$ cat config.mk
export PLATFORM = sky130hd
export DESIGN_NAME = life_top
export DESIGN_NICKNAME = d
export VERILOG_FILES = /design/src/logic/life_pkg.sv /design/src/logic/button_debounce.sv /design/src/logic/cell_ram.sv /design/src/logic/cell_engine.sv /design/src/logic/grid_seeder.sv /design/src/logic/generation_control.sv /design/src/logic/generation_stats.sv /design/src/logic/life_top.sv
export VERILOG_INCLUDE_DIRS = /design/src /design/src/logic
export SDC_FILE = /design/constraint.sdc
export NUM_CORES = 1
export LEC_CHECK = 0
export ABC_CLOCK_PERIOD_IN_PS = 8900
export BUFFER_PORTS_ARGS = -buffer_cell sky130_fd_sc_hd__buf_2
export CAP_MARGIN = 20
export CORE_MARGIN = 5
export CORE_UTILIZATION = 65
export DETAILED_ROUTE_END_ITERATION = 8
export PLACE_DENSITY = 0.93
export SLEW_MARGIN = 10
export SYNTH_ARGS = -nofsm -noshare
export SYNTH_HDL_FRONTEND = slang
export SYNTH_HIERARCHICAL = 1
export SYNTH_SLANG_ARGS = --single-unit
$ cat constraint.sdc
create_clock -name clk -period 8.9 [get_ports clk]
set_clock_uncertainty 0.15 [all_clocks]
set_input_delay 0.89 -clock clk [delete_from_list [all_inputs] [get_ports clk]]
set_output_delay 0.89 -clock clk [all_outputs]
set_load 0.02 [all_outputs]
$ cat src/logic/life_defs.svh
/* Sizes and timings for a 16x16 toroidal Life grid on a single clock.
   Times are in clk cycles and are scaled down for simulation */
`ifndef LIFE_DEFS_SVH
`define LIFE_DEFS_SVH

//////////////////////////////
// Grid geometry
//////////////////////////////
`define GRID_WIDTH 16 // Cells per row, also LFSR width
`define GRID_DEPTH 16 // Rows in the cell RAM
`define ROW_BITS 4 // Row address width

// Read address of a centre row to write of its new row
`define PIPE_DEPTH 6

// Wait after reset before the seed rows go in
`define INIT_WAIT 32

//////////////////////////////
// Fire button debounce
//////////////////////////////
`define DB_PRESS_CYCLES 5 // Steady high needed for a press
`define DB_PULSE_CYCLES 25 // End of the short pulse
`define DB_LONG_CYCLES 200 // Hold time to enter long state
`define DB_OFF_CYCLES 100 // Low time back to idle

// Scaled second for the rate counter
`define SECOND_CYCLES 2000

// Galois LFSR, shift right with mask applied on bit 0
`define LFSR_SEED 16'hACE1
`define LFSR_TAPS 16'hB400 // Taps 15 13 12 10

// Statistics widths
`define GEN_BITS 32
`define RATE_BITS 16

`endif

$ cat src/logic/life_pkg.sv
/* Shared types of the Life core. Widths come from the defs header */
`default_nettype none
`include "life_defs.svh"

package life_pkg;

	// One grid row, bit i is column i
	typedef logic [`GRID_WIDTH-1:0] cell_row_t;

	// Row index into the cell RAM
	typedef logic [`ROW_BITS-1:0] row_addr_t;

	// Fire button debouncer states
	typedef enum logic [2:0] {
		S_IDLE,
		S_WAIT_PRESS, // Qualifying the press
		S_WAIT_PULSE, // Short pulse out
		S_WAIT_LONG,
		S_LONG, // Held, hold level out
		S_WAIT_OFF, // Released before long
		S_WAIT_LOFF // Released from long
	} debounce_state_t;

endpackage

`default_nettype wire

$ cat src/logic/button_debounce.sv
/* Button may be asynchronous. Short pulse and hold level are both
   derived from one state machine so a long press also yields a pulse */
`timescale 1ns/10ps
`default_nettype none
`include "life_defs.svh"

module button_debounce
	import life_pkg::*;
(
	input  logic clk,
	input  logic reset,
	input  logic button,
	output logic fire_pulse,
	output logic fire_hold
);

	localparam int C1_BITS = $clog2(`DB_LONG_CYCLES + 1);
	localparam int C0_BITS = $clog2(`DB_OFF_CYCLES + 2);
	localparam logic [C1_BITS-1:0] PRESS_COUNT = `DB_PRESS_CYCLES;
	localparam logic [C1_BITS-1:0] PULSE_COUNT = `DB_PULSE_CYCLES;
	localparam logic [C1_BITS-1:0] LONG_COUNT = `DB_LONG_CYCLES;
	localparam logic [C0_BITS-1:0] OFF_COUNT = `DB_OFF_CYCLES;

	logic [2:0] sync; // Metastability chain
	logic in_s; // Synchronised button
	debounce_state_t state;
	logic [C1_BITS-1:0] count1; // Time since press began
	logic [C0_BITS-1:0] count0; // Time since release

	always_ff @(posedge clk) begin
		sync <= {sync[1:0], button};
	end
	assign in_s = sync[2];

	always_ff @(posedge clk) begin
		if (reset) begin
			state <= S_IDLE;
		end else begin
			case (state)
				S_IDLE:       state <= in_s ? S_WAIT_PRESS : S_IDLE;
				S_WAIT_PRESS: state <= !in_s ? S_IDLE :
					(count1 == PRESS_COUNT) ? S_WAIT_PULSE : S_WAIT_PRESS;
				S_WAIT_PULSE: state <= (count1 == PULSE_COUNT) ? S_WAIT_LONG : S_WAIT_PULSE;
				S_WAIT_LONG:  state <= !in_s ? S_WAIT_OFF :
					(count1 >= LONG_COUNT) ? S_LONG : S_WAIT_LONG;
				S_LONG:       state <= !in_s ? S_WAIT_LOFF : S_LONG;
				S_WAIT_OFF:   state <= in_s ? S_WAIT_LONG :
					(count0 == OFF_COUNT) ? S_IDLE : S_WAIT_OFF;
				S_WAIT_LOFF:  state <= in_s ? S_LONG :
					(count0 == OFF_COUNT) ? S_IDLE : S_WAIT_LOFF;
				default:      state <= S_IDLE;
			endcase
		end
	end

	// Press counter saturates so a bouncy release cannot wrap it
	always_ff @(posedge clk) begin
		if (reset) begin
			count1 <= '0;
			count0 <= '0;
		end else begin
			if (state == S_IDLE)
				count1 <= '0;
			else if (count1 != LONG_COUNT)
				count1 <= count1 + 1'b1;
			count0 <= (state == S_WAIT_OFF || state == S_WAIT_LOFF) ? count0 + 1'b1 : '0;
		end
	end

	assign fire_pulse = (state == S_WAIT_PULSE); // PULSE minus PRESS cycles wide
	assign fire_hold = (state == S_LONG) || (state == S_WAIT_LOFF);

endmodule

`default_nettype wire

$ cat src/logic/cell_ram.sv
/* Two-port row memory. Read data appears two cycles after the address.
   A read of a row in its write cycle returns the old row */
`timescale 1ns/10ps
`default_nettype none
`include "life_defs.svh"

module cell_ram
	import life_pkg::*;
(
	input  logic      clk,
	input  logic      wr_en,
	input  row_addr_t wr_addr,
	input  cell_row_t wr_row,
	input  row_addr_t rd_addr,
	output cell_row_t rd_row
);

	cell_row_t mem [`GRID_DEPTH]; // One word per grid row
	row_addr_t rd_addr_q; // Registered read address

	always_ff @(posedge clk) begin
		if (wr_en) begin
			mem[wr_addr] <= wr_row;
		end
		rd_addr_q <= rd_addr;
		rd_row <= mem[rd_addr_q]; // Output register
	end

endmodule

`default_nettype wire

$ cat src/logic/cell_engine.sv
/* One Life generation per pass with rows and columns wrapping.
   Expects the pass read order 15, 0..15, 0 from generation_control */
`timescale 1ns/10ps
`default_nettype none
`include "life_defs.svh"

module cell_engine
	import life_pkg::*;
(
	input  logic      clk,
	input  logic      reset,
	input  logic      seeding,
	input  logic      seed_we,
	input  row_addr_t seed_addr,
	input  cell_row_t seed_row,
	input  row_addr_t rd_addr,
	input  row_addr_t wr_addr,
	input  logic      wr_en,
	input  logic      window_shift,
	input  logic      row_load,
	output cell_row_t row_data,
	output logic      row_valid
);

	logic ram_we;
	row_addr_t ram_wr_addr;
	cell_row_t ram_wr_row;
	cell_row_t rd_row;
	row_addr_t rd_addr_q, rd_addr_qq; // Tracks rd_row's address
	cell_row_t wrap_row; // Row 0 before this pass wrote it
	logic wrap_valid;
	logic wrap_hit;
	cell_row_t in_row;
	cell_row_t win_top, win_mid, win_bot; // Three-row window, top is oldest
	logic [`GRID_WIDTH-1:0][1:0] col_sum;
	logic [`GRID_WIDTH-1:0][1:0] col_sum_q;
	logic [`GRID_WIDTH-1:0][3:0] total; // 3x3 count including self
	cell_row_t next_row;
	cell_row_t new_row; // Registered result, feeds the write port

	// Seed rows own the write port until seeding ends
	assign ram_we = seeding ? seed_we : wr_en;
	assign ram_wr_addr = seeding ? seed_addr : wr_addr;
	assign ram_wr_row = seeding ? seed_row : new_row;

	cell_ram cell_ram_inst (
		.clk    (clk),
		.wr_en  (ram_we),
		.wr_addr(ram_wr_addr),
		.wr_row (ram_wr_row),
		.rd_addr(rd_addr),
		.rd_row (rd_row)
	);

	//////////////////////////////
	// Window and wrap row
	//////////////////////////////

	// Row 0 is rewritten before its second read in a pass
	assign wrap_hit = (rd_addr_qq == '0) && wrap_valid;
	assign in_row = wrap_hit ? wrap_row : rd_row;

	always_ff @(posedge clk) begin
		rd_addr_q <= rd_addr;
		rd_addr_qq <= rd_addr_q;
		if (window_shift) begin
			win_top <= win_mid;
			win_mid <= win_bot;
			win_bot <= in_row;
			col_sum_q <= col_sum; // Sums of top mid bot, mid moves to top
			new_row <= next_row;
			if (rd_addr_qq == '0 && !wrap_valid)
				wrap_row <= rd_row; // First read of row 0
		end
	end

	always_ff @(posedge clk) begin
		if (reset)
			wrap_valid <= 1'b0;
		else if (window_shift && rd_addr_qq == '0)
			wrap_valid <= !wrap_valid; // Alternates per read of row 0
	end

	//////////////////////////////
	// Neighbour sums and rule
	//////////////////////////////
	always_comb begin
		for (int i = 0; i < `GRID_WIDTH; i++) begin
			col_sum[i] = {1'b0, win_top[i]} + {1'b0, win_mid[i]} + {1'b0, win_bot[i]};
		end
		for (int i = 0; i < `GRID_WIDTH; i++) begin
			total[i] = {2'b00, col_sum_q[(i + 1) % `GRID_WIDTH]} + {2'b00, col_sum_q[i]}
				+ {2'b00, col_sum_q[(i + `GRID_WIDTH - 1) % `GRID_WIDTH]};
			// Top now holds the centre row
			next_row[i] = (total[i] == 4'd3) || (total[i] == 4'd4 && win_top[i]);
		end
	end

	// Row read port for the host
	always_ff @(posedge clk) begin
		if (row_load)
			row_data <= rd_row;
	end

	always_ff @(posedge clk) begin
		if (reset)
			row_valid <= 1'b0;
		else
			row_valid <= row_load; // Same cycle row_data updates
	end

endmodule

`default_nettype wire

$ cat src/logic/grid_seeder.sv
/* Seeds each row once after reset with one LFSR step per row.
   Stays idle afterwards until the next reset */
`timescale 1ns/10ps
`default_nettype none
`include "life_defs.svh"

module grid_seeder
	import life_pkg::*;
(
	input  logic      clk,
	input  logic      reset,
	output logic      seed_we,
	output row_addr_t seed_addr,
	output cell_row_t seed_row,
	output logic      seeding
);

	localparam int CNT_BITS = $clog2(`INIT_WAIT + `GRID_DEPTH + 1);
	localparam logic [CNT_BITS-1:0] SEED_START = `INIT_WAIT;
	localparam logic [CNT_BITS-1:0] SEED_STOP = `INIT_WAIT + `GRID_DEPTH;

	logic [CNT_BITS-1:0] init_count; // Stops at SEED_STOP
	logic [CNT_BITS-1:0] seed_index;
	cell_row_t lfsr;

	always_ff @(posedge clk) begin
		if (reset)
			init_count <= '0;
		else if (init_count != SEED_STOP)
			init_count <= init_count + 1'b1;
	end

	assign seeding = (init_count != SEED_STOP);
	assign seed_we = seeding && (init_count >= SEED_START); // One row per cycle
	assign seed_index = init_count - SEED_START;
	assign seed_addr = seed_index[`ROW_BITS-1:0];

	// Galois step, bit 0 feeds bit 15 and the tap bits
	always_ff @(posedge clk) begin
		if (reset)
			lfsr <= `LFSR_SEED;
		else if (seed_we)
			lfsr <= (lfsr >> 1) ^ ({`GRID_WIDTH{lfsr[0]}} & `LFSR_TAPS);
	end
	assign seed_row = lfsr;

endmodule

`default_nettype wire

$ cat src/logic/generation_control.sv
/* Pass sequencer. Fire is ignored while seeding and a pending row read
   stops a held fire from chaining passes until the read is served */
`timescale 1ns/10ps
`default_nettype none
`include "life_defs.svh"

module generation_control
	import life_pkg::*;
(
	input  logic      clk,
	input  logic      reset,
	input  logic      fire_pulse,
	input  logic      fire_hold,
	input  logic      seeding,
	input  logic      row_req,
	input  row_addr_t row_addr,
	output row_addr_t rd_addr,
	output row_addr_t wr_addr,
	output logic      wr_en,
	output logic      window_shift,
	output logic      row_load,
	output logic      busy,
	output logic      pass_done
);

	localparam int PASS_BITS = `ROW_BITS + 1;
	localparam logic [PASS_BITS-1:0] IDLE_COUNT = '1;
	localparam logic [PASS_BITS-1:0] START_COUNT = '0;
	localparam logic [PASS_BITS-1:0] DONE_COUNT = `GRID_DEPTH + `PIPE_DEPTH;
	localparam logic [PASS_BITS-1:0] WR_OFFSET = `PIPE_DEPTH + 1;

	logic [PASS_BITS-1:0] pass_count; // Step in pass or IDLE_COUNT
	logic [PASS_BITS-1:0] rd_step, wr_step;
	logic pulse_d;
	logic fire_shot; // One cycle per debounced press
	logic go;
	logic idle;
	logic read_pend;
	row_addr_t pend_addr;
	logic service; // Pending row read gets the RAM this cycle
	logic [1:0] shift_del, load_del; // Match the RAM read latency

	assign fire_shot = fire_pulse & ~pulse_d;
	assign go = (fire_shot | fire_hold) & ~seeding;
	assign idle = (pass_count == IDLE_COUNT);
	assign service = idle & read_pend;
	assign busy = ~idle;

	// Step 0 reads row 15, steps 1..16 rows 0..15, step 17 row 0
	assign rd_step = pass_count - 1'b1;
	assign rd_addr = idle ? pend_addr : rd_step[`ROW_BITS-1:0];
	assign wr_step = pass_count - WR_OFFSET; // Centre row read PIPE_DEPTH ago
	assign wr_addr = wr_step[`ROW_BITS-1:0];
	assign wr_en = (pass_count >= WR_OFFSET) && (pass_count <= DONE_COUNT);

	always_ff @(posedge clk) begin
		if (reset) begin
			pass_count <= IDLE_COUNT;
			pulse_d <= 1'b0;
			read_pend <= 1'b0;
			pass_done <= 1'b0;
			shift_del <= '0;
			load_del <= '0;
		end else begin
			pulse_d <= fire_pulse;
			if (idle)
				pass_count <= go ? START_COUNT : IDLE_COUNT;
			else if (pass_count == DONE_COUNT) // Chain with no gap while held
				pass_count <= (fire_hold && !read_pend && !seeding) ? START_COUNT : IDLE_COUNT;
			else
				pass_count <= pass_count + 1'b1;
			if (row_req)
				read_pend <= 1'b1;
			else if (service)
				read_pend <= 1'b0;
			pass_done <= (pass_count == DONE_COUNT);
			shift_del <= {shift_del[0], busy};
			load_del <= {load_del[0], service};
		end
	end

	always_ff @(posedge clk) begin
		if (row_req)
			pend_addr <= row_addr;
	end

	assign window_shift = shift_del[1]; // Pass reads arriving from RAM
	assign row_load = load_del[1];

endmodule

`default_nettype wire

$ cat src/logic/generation_stats.sv
/* Counts finished passes. The per-second rate uses the scaled second
   and shows the last complete window only */
`timescale 1ns/10ps
`default_nettype none
`include "life_defs.svh"

module generation_stats (
	input  logic                  clk,
	input  logic                  reset,
	input  logic                  pass_done,
	output logic [`GEN_BITS-1:0]  gen_count,
	output logic [`RATE_BITS-1:0] gens_per_sec
);

	localparam int SEC_BITS = $clog2(`SECOND_CYCLES);
	localparam logic [SEC_BITS-1:0] SEC_LAST = `SECOND_CYCLES - 1;

	logic [SEC_BITS-1:0] sec_count; // Free running
	logic sec_tick;
	logic [`RATE_BITS-1:0] window_count; // Passes in current second

	assign sec_tick = (sec_count == SEC_LAST);

	always_ff @(posedge clk) begin
		if (reset) begin
			sec_count <= '0;
			gen_count <= '0;
			window_count <= '0;
			gens_per_sec <= '0;
		end else begin
			sec_count <= sec_tick ? '0 : sec_count + 1'b1;
			if (pass_done)
				gen_count <= gen_count + 1'b1;
			if (sec_tick) begin
				gens_per_sec <= window_count;
				// A pass ending on the tick opens the next window
				window_count <= {{(`RATE_BITS-1){1'b0}}, pass_done};
			end else if (pass_done) begin
				window_count <= window_count + 1'b1;
			end
		end
	end

endmodule

`default_nettype wire

$ cat src/logic/life_top.sv
/* Life core top on one clock. Row reads wait for any running pass
   so row_valid latency varies */
`timescale 1ns/10ps
`default_nettype none
`include "life_defs.svh"

module life_top
	import life_pkg::*;
(
	input  logic                  clk,
	input  logic                  reset,
	input  logic                  fire_button,
	input  logic                  row_req,
	input  row_addr_t             row_addr,
	output cell_row_t             row_data,
	output logic                  row_valid,
	output logic                  busy,
	output logic                  seeding,
	output logic [`GEN_BITS-1:0]  gen_count,
	output logic [`RATE_BITS-1:0] gens_per_sec
);

	logic fire_pulse, fire_hold;
	logic seed_we;
	row_addr_t seed_addr;
	cell_row_t seed_row;
	row_addr_t rd_addr, wr_addr;
	logic wr_en, window_shift, row_load;
	logic pass_done;

	button_debounce button_debounce_inst (
		.clk(clk), .reset(reset), .button(fire_button),
		.fire_pulse(fire_pulse), .fire_hold(fire_hold)
	);

	grid_seeder grid_seeder_inst (
		.clk(clk), .reset(reset), .seed_we(seed_we),
		.seed_addr(seed_addr), .seed_row(seed_row), .seeding(seeding)
	);

	generation_control generation_control_inst (
		.clk(clk), .reset(reset), .fire_pulse(fire_pulse), .fire_hold(fire_hold),
		.seeding(seeding), .row_req(row_req), .row_addr(row_addr),
		.rd_addr(rd_addr), .wr_addr(wr_addr), .wr_en(wr_en),
		.window_shift(window_shift), .row_load(row_load),
		.busy(busy), .pass_done(pass_done)
	);

	cell_engine cell_engine_inst (
		.clk(clk), .reset(reset), .seeding(seeding), .seed_we(seed_we),
		.seed_addr(seed_addr), .seed_row(seed_row), .rd_addr(rd_addr),
		.wr_addr(wr_addr), .wr_en(wr_en), .window_shift(window_shift),
		.row_load(row_load), .row_data(row_data), .row_valid(row_valid)
	);

	generation_stats generation_stats_inst (
		.clk(clk), .reset(reset), .pass_done(pass_done),
		.gen_count(gen_count), .gens_per_sec(gens_per_sec)
	);

endmodule

`default_nettype wire

==> results.md <==
* Status: complete, no violations
* Postcts setup bufs at 0
* Slew HR at 0.321
* Number of flops mapped to enable cells by yosys at 388
* CORE AREA at 34500 sq um
* Worst-margin pin slew at 1.02 ns
* Peak VDD IR at 0.000188 V
* TritonCTS Buffers at 50
* Sequential share of the synthesized area at 0.652
* Via-to-Cell Ratio at 6.41
* Cells after Synth at 1492
* RSZ-0062 raised after global routing: no
* Clock sink count at 548
* Max reg flops at 256
* Post-Syn Nets at 1594
* Post-synth ARST share at 0
* Final Net Count at 1684
* Yosys reg bits at 548
* Clk Latency, worst-skew pair at 0.57 ns
* Synth top area cells: edfxtp_1 51%, dfxtp_1 14%, mux4_2 5.3%
* First drt pass iteration count at 6
* Crit end category: flip-flop
* Yosys warns at 6
* Placed inst area at 23600 sq um
* Cell taking the most area after synthesis: edfxtp_1
* Fin area at 25200 sq um
* Routed len/inst at 24.9 um
* Die footprint at 38900 sq um
* F_max at 262 MHz
* Pwr dens at 260 nW/um^2
* Dpl hpwl at 31500 um
* Crit path launch type: flip-flop
* CTS root buffer: clkbuf_16
* Gr usage total at 0.267
* CTS Hold Bufs at 0
* Setup TNS at 0 ns
* Most used DFF post-synth: edfxtp_1
* Type of the worst min-delay path: flip-flop to flip-flop
* DRC Markers at 0
* CTS tree: built
* Final Slew Violations at 0
* Biggest regs: cell_engine_inst/cell_ram_inst/mem: 256 flops, cell_engine_inst/col_sum_q: 32 flops, generation_stats_inst/gen_count: 32 flops
* WL final at 51700 um
* Crit-path max FO at 25
* First-pass GRT wire length at 80100 um
* Initial antenna violation count at 1
* Vias at 13300
* I/O pin cnt at 75
* Final hold vios at 0
* Vias in the first global route at 13600
* Pin count of the biggest net entering global routing at 78
* Worst Path Arrival at 3.92 ns
* Violation count after the first detailed-route iteration at 1648
* Avg Cell Area, Syn at 15.3 sq um
* CTS H-tree lvls at 2
* Clock-pin slew on the worst setup and hold paths at 0.06 ns
* Starting Density at 0.660
* Antenna viol nets, final at 0
* Filler cells at 1889
* Top cells by count, synth: 388 x edfxtp_1, 160 x dfxtp_1, 108 x nor2_1
* Path type of the worst setup path: flip-flop to flip-flop
* Max-Cap Viols at 0
* Post-synthesis cell type count at 75
* Fraction of layout cells with a size suffix above 1 at 0.192
* Largest reg by FF count: cell_engine_inst/cell_ram_inst/mem
* Die H at 197 um
* Die Wd at 197 um
* CP Data Required Time at 9.00 ns
* GRT overflow at 0
* Gpl congestion at 0.879
* Clk buf depth at 3
* Row Count at 68
* Final setup vio count at 0
* Post-CTS resize count at 0
* Port bufs at 74
* Leakage at 8.82 nW
* Share of the synthesized area in the top cell type at 0.511
* Tcrit/Tclk final at 0.429
* Area Overhead vs Synth at 10.6%
* Cell area after synthesis at 22800 sq um
* Antenna Cells at 0
* Tmin final at 3.82 ns
* Count leader, synth: edfxtp_1
placed cells by master, fill, tap and decap left out, types with 5 or more instances in the layout:
| cell | instances |
|---|---|
| inv_1 | 94 |
| or4_1 | 16 |
| mux2_2 | 33 |
| nor3_2 | 7 |
| a21oi_1 | 35 |
| and3_1 | 7 |
| or3_1 | 6 |
| edfxtp_1 | 388 |
| a22oi_1 | 32 |
| nand3b_1 | 9 |
| nand4b_1 | 13 |
| clkbuf_1 | 7 |
| mux2i_1 | 26 |
| xnor2_1 | 24 |
| ha_1 | 46 |
| dfxtp_1 | 157 |
| mux4_1 | 10 |
| buf_4 | 26 |
| nor2b_1 | 12 |
| o31ai_1 | 18 |
| xor2_1 | 30 |
| o21ai_0 | 22 |
| nor2_1 | 108 |
| nand4_1 | 24 |
| nor4_1 | 6 |
| mux4_2 | 54 |
| nand2_1 | 69 |
| nand2b_1 | 9 |
| buf_2 | 74 |
| mux2_4 | 10 |
| nand3_1 | 35 |
| clkbuf_16 | 51 |
| clkbuf_8 | 5 |
| nor3_1 | 14 |
| clkinv_2 | 13 |
| clkinvlp_4 | 5 |
| fa_1 | 48 |
| and4_1 | 6 |
worst max-delay path: stages (launching register included):
cell	delay, ns
dfxtp_1	0.41
inv_1	0.11
ha_1	0.26
nand4bb_4	0.21
nor2_1	0.10
inv_1	0.75
mux2_2	0.47
or3b_2	0.55
nor3_2	0.18
buf_4	0.31
where the power goes:
group          internal (W)  switching [W]  total [W]
Sequential          0.00296       0.000169    0.00313
Combinational      0.000533       0.000723    0.00126
Clock               0.00121       0.000951    0.00216
per-layer routing:
| metal | track usage | vias up | wire length, um |
|---|---|---|---|
| li1 | - | 5746 | - |
| met3 | 0.0508 | 193 | 4070 |
| met4 | 0.106 | 2 | 2430 |
| met5 | 0 | - | 7 |
| met1 | 0.334 | 6666 | 18500 |
| met2 | 0.464 | 720 | 26700 |
logic make-up (layout without fill, tap and decap cells):
group	count (synthesis)	count (layout)	synth area share
flops	548	548	0.652
mux	133	133	0.0992
compound gates	131	131	0.0373
fa+ha+maj	94	94	0.0674
buf+inv	159	290	0.0330
xor+xnor	54	54	0.0208
simple gates	373	373	0.0905
path summary, 6_finish.rpt:
path                                  start                                  endpoint  slack [ns]  cells after the start
min           cell_engine_inst/rd_addr_q[3]            cell_engine_inst/rd_addr_qq[3]        0.17                      0
max reg2reg  grid_seeder_inst/init_count[0]  cell_engine_inst/cell_ram_inst/mem[0][8]        5.08                      9
max          grid_seeder_inst/init_count[0]  cell_engine_inst/cell_ram_inst/mem[0][8]        5.08                      9
min reg2reg   cell_engine_inst/rd_addr_q[3]            cell_engine_inst/rd_addr_qq[3]        0.17                      0
stage by stage:
step                setup slack, ns  std cells  total power [W]  utilization  hold WS, ns
global route                   4.93       2078          0.00678        0.730        0.182
detailed placement             5.20       1984          0.00437        0.682        0.168
global placement               5.47       1984          0.00425        0.682        0.163
CTS                            5.13       2077          0.00654        0.730        0.167
floorplan                      4.87       1492          0.00399            -        0.160
finish                         5.08       2078          0.00655        0.730        0.166
cell type report:
cell class | count | area [sq um] | share of cell area
clock buffers | 63 | 1370 | 0.0544
clock inverters | 30 | 270 | 0.0107
inverters | 97 | 369 | 0.0146
multi-input cells | 785 | 7200 | 0.286
flip-flops and latches | 548 | 14900 | 0.590
well taps | 455 | 569 | 0.0226
repair buffers | 100 | 566 | 0.0224
(Power assumes the default switching activity.)
